**config.mk**
```make
export PLATFORM = sky130hd
export DESIGN_NAME = vadd_top
export DESIGN_NICKNAME = d
export VERILOG_FILES = /design/src/source/vec_alu_pkg.sv /design/src/source/vadd_top.sv /design/src/source/axil_vadd_regs.sv /design/src/source/vadd_exec.sv /design/src/source/vadd_result_pack.sv /design/src/source/vadd_unit_block.sv
export SDC_FILE = /design/constraint.sdc
export NUM_CORES = 1
export LEC_CHECK = 0
export BUFFER_PORTS_ARGS = -buffer_cell sky130_fd_sc_hd__buf_2
export CORE_ASPECT_RATIO = 0.5
export CORE_UTILIZATION = 35
export CTS_BUF_LIST = sky130_fd_sc_hd__clkbuf_8
export DETAILED_ROUTE_END_ITERATION = 6
export GPL_ROUTABILITY_DRIVEN = 0
export RECOVER_POWER = 50
export SLEW_MARGIN = 20
export SYNTH_ARGS = -nofsm -noshare
export SYNTH_HDL_FRONTEND = slang
export SYNTH_HIERARCHICAL = 1
export SYNTH_SLANG_ARGS = --single-unit
```
**constraint.sdc**
```tcl
create_clock -name clk -period 7.8 [get_ports clk]
set_input_delay 1.17 -clock clk [delete_from_list [all_inputs] [get_ports clk]]
set_output_delay 1.17 -clock clk [all_outputs]
set_load 0.02 [all_outputs]
```
**src/source/vec_alu_pkg.sv**
```systemverilog
package vec_alu_pkg;

	localparam int VLEN_BITS = 64;
	localparam int EXT_BITS  = 81;  // 8 lanes of 10 bits plus final carry
	localparam int LANE_BITS = 10;  // guard, 8 data bits, sign
	localparam int FLAG_W    = 8;

	localparam int SEW_W = 2;
	localparam logic [SEW_W-1:0] SEW_E8  = 2'd0;
	localparam logic [SEW_W-1:0] SEW_E16 = 2'd1;
	localparam logic [SEW_W-1:0] SEW_E32 = 2'd2;
	localparam logic [SEW_W-1:0] SEW_E64 = 2'd3;

	localparam int OPSEL_W = 6;
	localparam logic [OPSEL_W-1:0] OP_VADD  = 6'b000000;
	localparam logic [OPSEL_W-1:0] OP_VSUB  = 6'b000010;  // vec0 - vec1
	localparam logic [OPSEL_W-1:0] OP_VRSUB = 6'b000011;  // vec1 - vec0

	localparam int AXI_ADDR_W = 5;
	localparam int AXI_DATA_W = 32;

	localparam logic [AXI_ADDR_W-1:0] REG_VEC0_LO = 5'h00;
	localparam logic [AXI_ADDR_W-1:0] REG_VEC0_HI = 5'h04;
	localparam logic [AXI_ADDR_W-1:0] REG_VEC1_LO = 5'h08;
	localparam logic [AXI_ADDR_W-1:0] REG_VEC1_HI = 5'h0c;
	localparam logic [AXI_ADDR_W-1:0] REG_CTRL    = 5'h10;
	localparam logic [AXI_ADDR_W-1:0] REG_STATUS  = 5'h14;
	localparam logic [AXI_ADDR_W-1:0] REG_RES_LO  = 5'h18;
	localparam logic [AXI_ADDR_W-1:0] REG_RES_HI  = 5'h1c;

	localparam int CTRL_START  = 31;
	localparam int STAT_FLAGS  = 8;  // flags field lsb in status

	function automatic logic op_is_sub(input logic [OPSEL_W-1:0] opsel);
		return (opsel == OP_VSUB) || (opsel == OP_VRSUB);
	endfunction

	function automatic logic op_is_add(input logic [OPSEL_W-1:0] opsel);
		return opsel == OP_VADD;
	endfunction

endpackage
```
**src/source/vadd_top.sv**
```systemverilog
`timescale 1ns/1ps

module vadd_top (
	input  logic                                 clk,
	input  logic                                 rst,
	input  logic [vec_alu_pkg::AXI_ADDR_W-1:0]   awaddr,
	input  logic                                 awvalid,
	output logic                                 awready,
	input  logic [vec_alu_pkg::AXI_DATA_W-1:0]   wdata,
	input  logic [vec_alu_pkg::AXI_DATA_W/8-1:0] wstrb,
	input  logic                                 wvalid,
	output logic                                 wready,
	output logic [1:0]                           bresp,
	output logic                                 bvalid,
	input  logic                                 bready,
	input  logic [vec_alu_pkg::AXI_ADDR_W-1:0]   araddr,
	input  logic                                 arvalid,
	output logic                                 arready,
	output logic [vec_alu_pkg::AXI_DATA_W-1:0]   rdata,
	output logic [1:0]                           rresp,
	output logic                                 rvalid,
	input  logic                                 rready
);
	import vec_alu_pkg::*;

	logic                 op_valid;
	logic [VLEN_BITS-1:0] op_vec0;
	logic [VLEN_BITS-1:0] op_vec1;
	logic [SEW_W-1:0]     op_sew;
	logic [OPSEL_W-1:0]   op_opsel;
	logic                 res_valid;
	logic [VLEN_BITS-1:0] res_data;
	logic [FLAG_W-1:0]    res_flags;

	axil_vadd_regs i_regs (
		.clk       (clk),
		.rst       (rst),
		.awaddr    (awaddr),
		.awvalid   (awvalid),
		.awready   (awready),
		.wdata     (wdata),
		.wstrb     (wstrb),
		.wvalid    (wvalid),
		.wready    (wready),
		.bresp     (bresp),
		.bvalid    (bvalid),
		.bready    (bready),
		.araddr    (araddr),
		.arvalid   (arvalid),
		.arready   (arready),
		.rdata     (rdata),
		.rresp     (rresp),
		.rvalid    (rvalid),
		.rready    (rready),
		.op_valid  (op_valid),
		.op_vec0   (op_vec0),
		.op_vec1   (op_vec1),
		.op_sew    (op_sew),
		.op_opsel  (op_opsel),
		.res_valid (res_valid),
		.res_data  (res_data),
		.res_flags (res_flags)
	);

	vadd_exec i_exec (
		.clk       (clk),
		.rst       (rst),
		.op_valid  (op_valid),
		.op_vec0   (op_vec0),
		.op_vec1   (op_vec1),
		.op_sew    (op_sew),
		.op_opsel  (op_opsel),
		.res_valid (res_valid),
		.res_data  (res_data),
		.res_flags (res_flags)
	);

endmodule

```
**src/source/axil_vadd_regs.sv**
```systemverilog
`timescale 1ns/1ps

module axil_vadd_regs (
	input  logic                                 clk,
	input  logic                                 rst,
	input  logic [vec_alu_pkg::AXI_ADDR_W-1:0]   awaddr,
	input  logic                                 awvalid,
	output logic                                 awready,
	input  logic [vec_alu_pkg::AXI_DATA_W-1:0]   wdata,
	input  logic [vec_alu_pkg::AXI_DATA_W/8-1:0] wstrb,
	input  logic                                 wvalid,
	output logic                                 wready,
	output logic [1:0]                           bresp,
	output logic                                 bvalid,
	input  logic                                 bready,
	input  logic [vec_alu_pkg::AXI_ADDR_W-1:0]   araddr,
	input  logic                                 arvalid,
	output logic                                 arready,
	output logic [vec_alu_pkg::AXI_DATA_W-1:0]   rdata,
	output logic [1:0]                           rresp,
	output logic                                 rvalid,
	input  logic                                 rready,
	output logic                                 op_valid,
	output logic [vec_alu_pkg::VLEN_BITS-1:0]    op_vec0,
	output logic [vec_alu_pkg::VLEN_BITS-1:0]    op_vec1,
	output logic [vec_alu_pkg::SEW_W-1:0]        op_sew,
	output logic [vec_alu_pkg::OPSEL_W-1:0]      op_opsel,
	input  logic                                 res_valid,
	input  logic [vec_alu_pkg::VLEN_BITS-1:0]    res_data,
	input  logic [vec_alu_pkg::FLAG_W-1:0]       res_flags
);
	import vec_alu_pkg::*;

	logic                  aw_rdy;
	logic                  wr_en;
	logic                  rd_en;
	logic                  start_wr;
	logic [VLEN_BITS-1:0]  vec0_q;
	logic [VLEN_BITS-1:0]  vec1_q;
	logic [VLEN_BITS-1:0]  res_q;
	logic [SEW_W-1:0]      sew_q;
	logic [OPSEL_W-1:0]    opsel_q;
	logic [FLAG_W-1:0]     flags_q;
	logic                  done_q;
	logic [AXI_DATA_W-1:0] rd_mux;

	function automatic logic [AXI_DATA_W-1:0] merge(
		input logic [AXI_DATA_W-1:0]   cur,
		input logic [AXI_DATA_W-1:0]   nxt,
		input logic [AXI_DATA_W/8-1:0] strb
	);
		logic [AXI_DATA_W-1:0] val;
		val = cur;
		for (int b = 0; b < AXI_DATA_W/8; b++) begin
			if (strb[b])
				val[8*b +: 8] = nxt[8*b +: 8];
		end
		return val;
	endfunction

	assign awready  = aw_rdy;
	assign wready   = aw_rdy;  // aw and w taken together
	assign wr_en    = aw_rdy & awvalid & wvalid;
	assign rd_en    = arready & arvalid;
	assign start_wr = wr_en && (awaddr == REG_CTRL) && wstrb[3] && wdata[CTRL_START];
	assign bresp    = 2'b00;
	assign rresp    = 2'b00;

	assign op_vec0  = vec0_q;
	assign op_vec1  = vec1_q;
	assign op_sew   = sew_q;
	assign op_opsel = opsel_q;

	always_ff @(posedge clk) begin
		if (rst) begin
			aw_rdy <= 1'b0;
			bvalid <= 1'b0;
		end else begin
			aw_rdy <= ~aw_rdy & awvalid & wvalid & ~bvalid;  // one-cycle pulse
			if (wr_en)
				bvalid <= 1'b1;
			else if (bready)
				bvalid <= 1'b0;
		end
	end

	always_ff @(posedge clk) begin
		if (rst) begin
			vec0_q   <= '0;
			vec1_q   <= '0;
			sew_q    <= '0;
			opsel_q  <= '0;
			res_q    <= '0;
			flags_q  <= '0;
			done_q   <= 1'b0;
			op_valid <= 1'b0;
		end else begin
			op_valid <= start_wr;
			if (res_valid) begin
				res_q   <= res_data;
				flags_q <= res_flags;
				done_q  <= 1'b1;
			end
			if (start_wr)
				done_q <= 1'b0;  // new start wins over a late result
			if (wr_en) begin
				case (awaddr)
					REG_VEC0_LO: vec0_q[0 +: AXI_DATA_W] <=
						merge(vec0_q[0 +: AXI_DATA_W], wdata, wstrb);
					REG_VEC0_HI: vec0_q[AXI_DATA_W +: AXI_DATA_W] <=
						merge(vec0_q[AXI_DATA_W +: AXI_DATA_W], wdata, wstrb);
					REG_VEC1_LO: vec1_q[0 +: AXI_DATA_W] <=
						merge(vec1_q[0 +: AXI_DATA_W], wdata, wstrb);
					REG_VEC1_HI: vec1_q[AXI_DATA_W +: AXI_DATA_W] <=
						merge(vec1_q[AXI_DATA_W +: AXI_DATA_W], wdata, wstrb);
					REG_CTRL: begin
						if (wstrb[0]) begin
							sew_q   <= wdata[0 +: SEW_W];
							opsel_q <= wdata[SEW_W +: OPSEL_W];
						end
					end
					default: ;  // read-only or unmapped
				endcase
			end
		end
	end

	always_comb begin
		rd_mux = '0;
		case (araddr)
			REG_VEC0_LO: rd_mux = vec0_q[0 +: AXI_DATA_W];
			REG_VEC0_HI: rd_mux = vec0_q[AXI_DATA_W +: AXI_DATA_W];
			REG_VEC1_LO: rd_mux = vec1_q[0 +: AXI_DATA_W];
			REG_VEC1_HI: rd_mux = vec1_q[AXI_DATA_W +: AXI_DATA_W];
			REG_CTRL: begin
				rd_mux[0 +: SEW_W]       = sew_q;
				rd_mux[SEW_W +: OPSEL_W] = opsel_q;  // start reads back as zero
			end
			REG_STATUS: begin
				rd_mux[0]                   = done_q;
				rd_mux[STAT_FLAGS +: FLAG_W] = flags_q;
			end
			REG_RES_LO:  rd_mux = res_q[0 +: AXI_DATA_W];
			REG_RES_HI:  rd_mux = res_q[AXI_DATA_W +: AXI_DATA_W];
			default:     rd_mux = '0;
		endcase
	end

	always_ff @(posedge clk) begin
		if (rst) begin
			arready <= 1'b0;
			rvalid  <= 1'b0;
			rdata   <= '0;
		end else begin
			arready <= ~arready & arvalid & ~rvalid;
			if (rd_en) begin
				rvalid <= 1'b1;
				rdata  <= rd_mux;
			end else if (rready) begin
				rvalid <= 1'b0;
			end
		end
	end

endmodule

```
**src/source/vadd_exec.sv**
```systemverilog
`timescale 1ns/1ps

module vadd_exec (
	input  logic                              clk,
	input  logic                              rst,
	input  logic                              op_valid,
	input  logic [vec_alu_pkg::VLEN_BITS-1:0] op_vec0,
	input  logic [vec_alu_pkg::VLEN_BITS-1:0] op_vec1,
	input  logic [vec_alu_pkg::SEW_W-1:0]     op_sew,
	input  logic [vec_alu_pkg::OPSEL_W-1:0]   op_opsel,
	output logic                              res_valid,
	output logic [vec_alu_pkg::VLEN_BITS-1:0] res_data,
	output logic [vec_alu_pkg::FLAG_W-1:0]    res_flags
);
	import vec_alu_pkg::*;

	logic [EXT_BITS-1:0]  sum_c;
	logic                 s1_valid;
	logic [EXT_BITS-1:0]  s1_sum;
	logic [SEW_W-1:0]     s1_sew;
	logic [OPSEL_W-1:0]   s1_opsel;
	logic [VLEN_BITS-1:0] pk_data;
	logic [FLAG_W-1:0]    pk_flags;

	vadd_unit_block i_unit (
		.vec0    (op_vec0),
		.vec1    (op_vec1),
		.sew     (op_sew),
		.opsel   (op_opsel),
		.ext_sum (sum_c)
	);

	always_ff @(posedge clk) begin
		if (rst) begin
			s1_valid <= 1'b0;
		end else begin
			s1_valid <= op_valid;
		end
	end

	always_ff @(posedge clk) begin
		s1_sum   <= sum_c;
		s1_sew   <= op_sew;  // packer needs the same op's sew
		s1_opsel <= op_opsel;
	end

	vadd_result_pack i_pack (
		.ext_sum (s1_sum),
		.sew     (s1_sew),
		.opsel   (s1_opsel),
		.data    (pk_data),
		.flags   (pk_flags)
	);

	always_ff @(posedge clk) begin
		if (rst) begin
			res_valid <= 1'b0;
		end else begin
			res_valid <= s1_valid;
		end
	end

	always_ff @(posedge clk) begin
		res_data  <= pk_data;
		res_flags <= pk_flags;
	end

endmodule

```
**src/source/vadd_result_pack.sv**
```systemverilog
`timescale 1ns/1ps

module vadd_result_pack (
	input  logic [vec_alu_pkg::EXT_BITS-1:0]  ext_sum,
	input  logic [vec_alu_pkg::SEW_W-1:0]     sew,
	input  logic [vec_alu_pkg::OPSEL_W-1:0]   opsel,
	output logic [vec_alu_pkg::VLEN_BITS-1:0] data,
	output logic [vec_alu_pkg::FLAG_W-1:0]    flags
);
	import vec_alu_pkg::*;

	logic [FLAG_W-1:0] byte_carry;
	logic [FLAG_W-1:0] elem_top;
	logic [FLAG_W-1:0] raw_flags;

	// sign slot holds 1+0+c, so its sum bit is the inverted carry in
	generate
		for (genvar i = 0; i < FLAG_W; i++) begin : g_lane
			assign data[8*i +: 8] = ext_sum[LANE_BITS*i+1 +: 8];
			assign byte_carry[i]  = ~ext_sum[LANE_BITS*i+9];
		end
	endgenerate

	always_comb begin
		case (sew)
			SEW_E8:  elem_top = 8'hff;
			SEW_E16: elem_top = 8'haa;
			SEW_E32: elem_top = 8'h88;
			default: elem_top = 8'h80;
		endcase
	end

	assign raw_flags = op_is_sub(opsel) ? ~byte_carry : byte_carry;  // borrow on sub
	assign flags     = elem_top & raw_flags;

endmodule

```
**src/source/vadd_unit_block.sv**
```systemverilog
`timescale 1ns/1ps

module vadd_unit_block (
	input  logic [vec_alu_pkg::VLEN_BITS-1:0] vec0,
	input  logic [vec_alu_pkg::VLEN_BITS-1:0] vec1,
	input  logic [vec_alu_pkg::SEW_W-1:0]     sew,
	input  logic [vec_alu_pkg::OPSEL_W-1:0]   opsel,
	output logic [vec_alu_pkg::EXT_BITS-1:0]  ext_sum
);
	import vec_alu_pkg::*;

	logic                  is_sub;
	logic                  inv0;
	logic                  inv1;
	logic [VLEN_BITS-1:0]  src0;
	logic [VLEN_BITS-1:0]  src1;
	logic [FLAG_W-1:0]     joined;  // guard lies inside an element
	logic [EXT_BITS-2:0]   ext0;
	logic [EXT_BITS-2:0]   ext1;

	assign is_sub = op_is_sub(opsel);
	assign inv0   = (opsel == OP_VRSUB);
	assign inv1   = (opsel == OP_VSUB);

	assign src0 = inv0 ? ~vec0 : vec0;
	assign src1 = inv1 ? ~vec1 : vec1;

	// lane 0 always opens an element
	assign joined[0] = 1'b0;
	assign joined[1] = (sew != SEW_E8);
	assign joined[2] = (sew == SEW_E32) || (sew == SEW_E64);
	assign joined[3] = (sew != SEW_E8);
	assign joined[4] = (sew == SEW_E64);
	assign joined[5] = (sew != SEW_E8);
	assign joined[6] = (sew == SEW_E32) || (sew == SEW_E64);
	assign joined[7] = (sew != SEW_E8);

	// a 1/0 guard pair passes the carry, an is_sub pair kills it or injects the +1
	generate
		for (genvar i = 0; i < FLAG_W; i++) begin : g_lane
			assign ext0[LANE_BITS*i +: LANE_BITS] = {
				1'b1,
				src0[8*i +: 8],
				joined[i] ? 1'b1 : is_sub
			};
			assign ext1[LANE_BITS*i +: LANE_BITS] = {
				1'b0,
				src1[8*i +: 8],
				joined[i] ? 1'b0 : is_sub
			};
		end
	endgenerate

	assign ext_sum = {1'b0, ext0} + {1'b0, ext1};  // single 81-bit adder

endmodule

```
==> impl_metrics.tcl <==
set metrics [dict create \
    power_density_mw_per_mm2 191 \
    critical_path.max_fanout 79 \
    ir_drop_mv 0.123 \
    crit_family "buffers and inverters" \
    dieArea_mm2 0.0571 \
    crit_type "primary input to flop" \
    grt.overflow.total 0 \
    setup_tns_ns 0 \
    cts_tree "yes" \
    maxCapViolCount 4 \
    violations "max-capacitance violations, max-slew violations" \
    htreeDepth 2 \
    cts_root_buf "clkbuf_8" \
    rsz0062_at_grt "false" \
    drtPass1Iterations 7 \
    slowest_delay_ns 2.76 \
    antenna_found_initial 4 \
    min_period_ns 6.36 \
    final_common_cell "dfxtp_1" \
    setup_viol 0 \
    path_cells "clkbuf_1 -> clkbuf_1 -> nor2_1 -> a32o_1" \
    crit_arrival_ns 6.88 \
    hold_ws_ns 0.307 \
    drive_above_1_share 0.126 \
    status "finished, violations left" \
    hold_path_class "flop to flop" \
    final_cell_mix "398 x dfxtp_1, 252 x nor2_1, 227 x mux2i_1, 107 x a21oi_1, 96 x xnor2_1" \
    ys_warn_count 6 \
    max_freq_mhz 157 \
    slew_viol_final 254 \
    drt_first_iter_violations 1706 \
    hold_viol 0 \
    final_util 0.394 \
    ctsResizeCount 0 \
    stdcell_count 2833 \
    num_antenna_cells 0 \
    required_ns 8.33 \
    final_nets 2162 \
    cts.reportedPaths.clkPinSlew_ns 0.07 \
    die-height_um 169 \
    io_pins 94 \
    grt_max_degree 86 \
    dp_hpwl_mm 44.9 \
    clock-sinks 399 \
    grt_usage 0.212 \
    synthCells 2064 \
    placeableCoreArea_mm2 0.0546 \
    ant_nets 0 \
    slew_headroom -1.58 \
    syn-cell-area_mm2 0.0196 \
    drc 0 \
    cp.buffers_inverters 2 \
    area_delta_synth_final_pct 9.61 \
    wire_per_inst_um 21.9 \
    total_power_mw 4.11 \
    grt_pass1_vias 14616 \
    fin_crit_sh 0.815 \
    start_util 0.360 \
    numPlacedInstances 2726 \
    slowest_stage "clkbuf_1" \
    cts.path.max_buffers 3 \
    tightest_slew_ns 3.88 \
    cpMostUsedCell "clkbuf_1" \
    syn_avg_cell_area_um2 9.51 \
    grt_pass1_wl_mm 92.0 \
    hold_buffers 0 \
    numCtsBuffers 60 \
    startpoint_type "primary input" \
    skew_ns 0.0280 \
    cts_setup_buffers 0 \
    leakagePower_nw 9.40 \
    dieWidth_um 337 \
    numPortBuffers 89 \
    clk_latency_ns 0.63 \
    rows 60 \
    routed_wl_mm 62.1 \
    end_kind "flop" \
    vias_per_cell 5.50 \
    via_count 15595 \
]
-- worst register-to-register path, cell delays in order, from the launching register on --
cell and delay, ns:
dfxtp_1 0.41, nor3b_1 0.47, nand2_1 0.33, clkinv_1 0.25, nand2_4 0.39, xnor2_1 0.34, ha_1 0.33, a21o_1 0.20
a211o_1 0.27, o2111ai_1 0.57, a2bb2oi_1 0.36, o21ai_2 0.16, a21oi_1 0.49, o21ai_0 0.34, a31oi_1 0.43, o21ai_0 0.24
a21oi_1 0.32, xnor2_1 0.16
-- state kept, by name (all words and copies together) (netlist names) --
name	flops
i_exec/s1_sum	72
i_exec/res_data	64
i_regs/op_vec0	64
i_regs/op_vec1	64
i_regs/res_q	64
i_regs/rdata	32
i_exec/res_flags	8
i_regs/flags_q	8
i_regs/op_opsel	6
i_exec/s1_opsel	5
i_exec/s1_sew	2
i_regs/op_sew	2
i_exec/res_valid	1
i_exec/s1_valid	1
i_regs/arready	1
i_regs/awready	1
i_regs/bvalid	1
i_regs/done_q	1
i_regs/op_valid	1
i_regs/rvalid	1
-- power by group --
part | leakage [nW] | total, mW | switching [mW] | internal, mW
combinational | 5.44 | 0.136 | 0.105 | 0.0312
clock | 0.742 | 1.93 | 0.831 | 1.10
sequential | 3.21 | 2.05 | 0.00377 | 2.04
-- area by class of cell --
cell class                      instances  area [µm²]
Tap cell                              744         931
Sequential cell                       399        7990
Multi-Input combinational cell       1447       10500
Timing Repair Buffer                  118         628
Clock buffer                           82        1130
Fill cell                            5496       33100
Inverter                               18        67.6
Clock inverter                         25         245
-- through the flow --
step | setup WS (ns) | instance area [µm²]
2_1_floorplan | 3.09 | 19600
3_3_place_gp | 2.15 | 20200
3_5_place_dp | 2.09 | 20200
4_1_cts | 2.03 | 21600
5_1_grt | 0.951 | 21500
6_report | 1.44 | 21500
-- final timing paths --
check	depth (start not counted)	from	slack (ns)	endpoint
min reg2reg	0	i_exec/s1_sum[35]$_DFF_P_	0.31	i_exec/res_data[28]$_DFF_P_
max	4	rst	1.44	i_regs/rdata[26]$_SDFFE_PP0P_
min	0	i_exec/s1_sum[35]$_DFF_P_	0.31	i_exec/res_data[28]$_DFF_P_
max reg2reg	17	i_regs/op_opsel[1]$_SDFFE_PP0P_	1.66	i_exec/s1_sum[51]$_DFF_P_
-- layer usage --
layer,vias up,GRT usage,wire length [µm]
li1,7244,-,-
met1,7612,0.306,29600
met2,635,0.310,25900
met3,104,0.0462,4810
met4,0,0.0684,1790
met5,-,0,0
No activity file was read; power rests on OpenSTA's default activity.
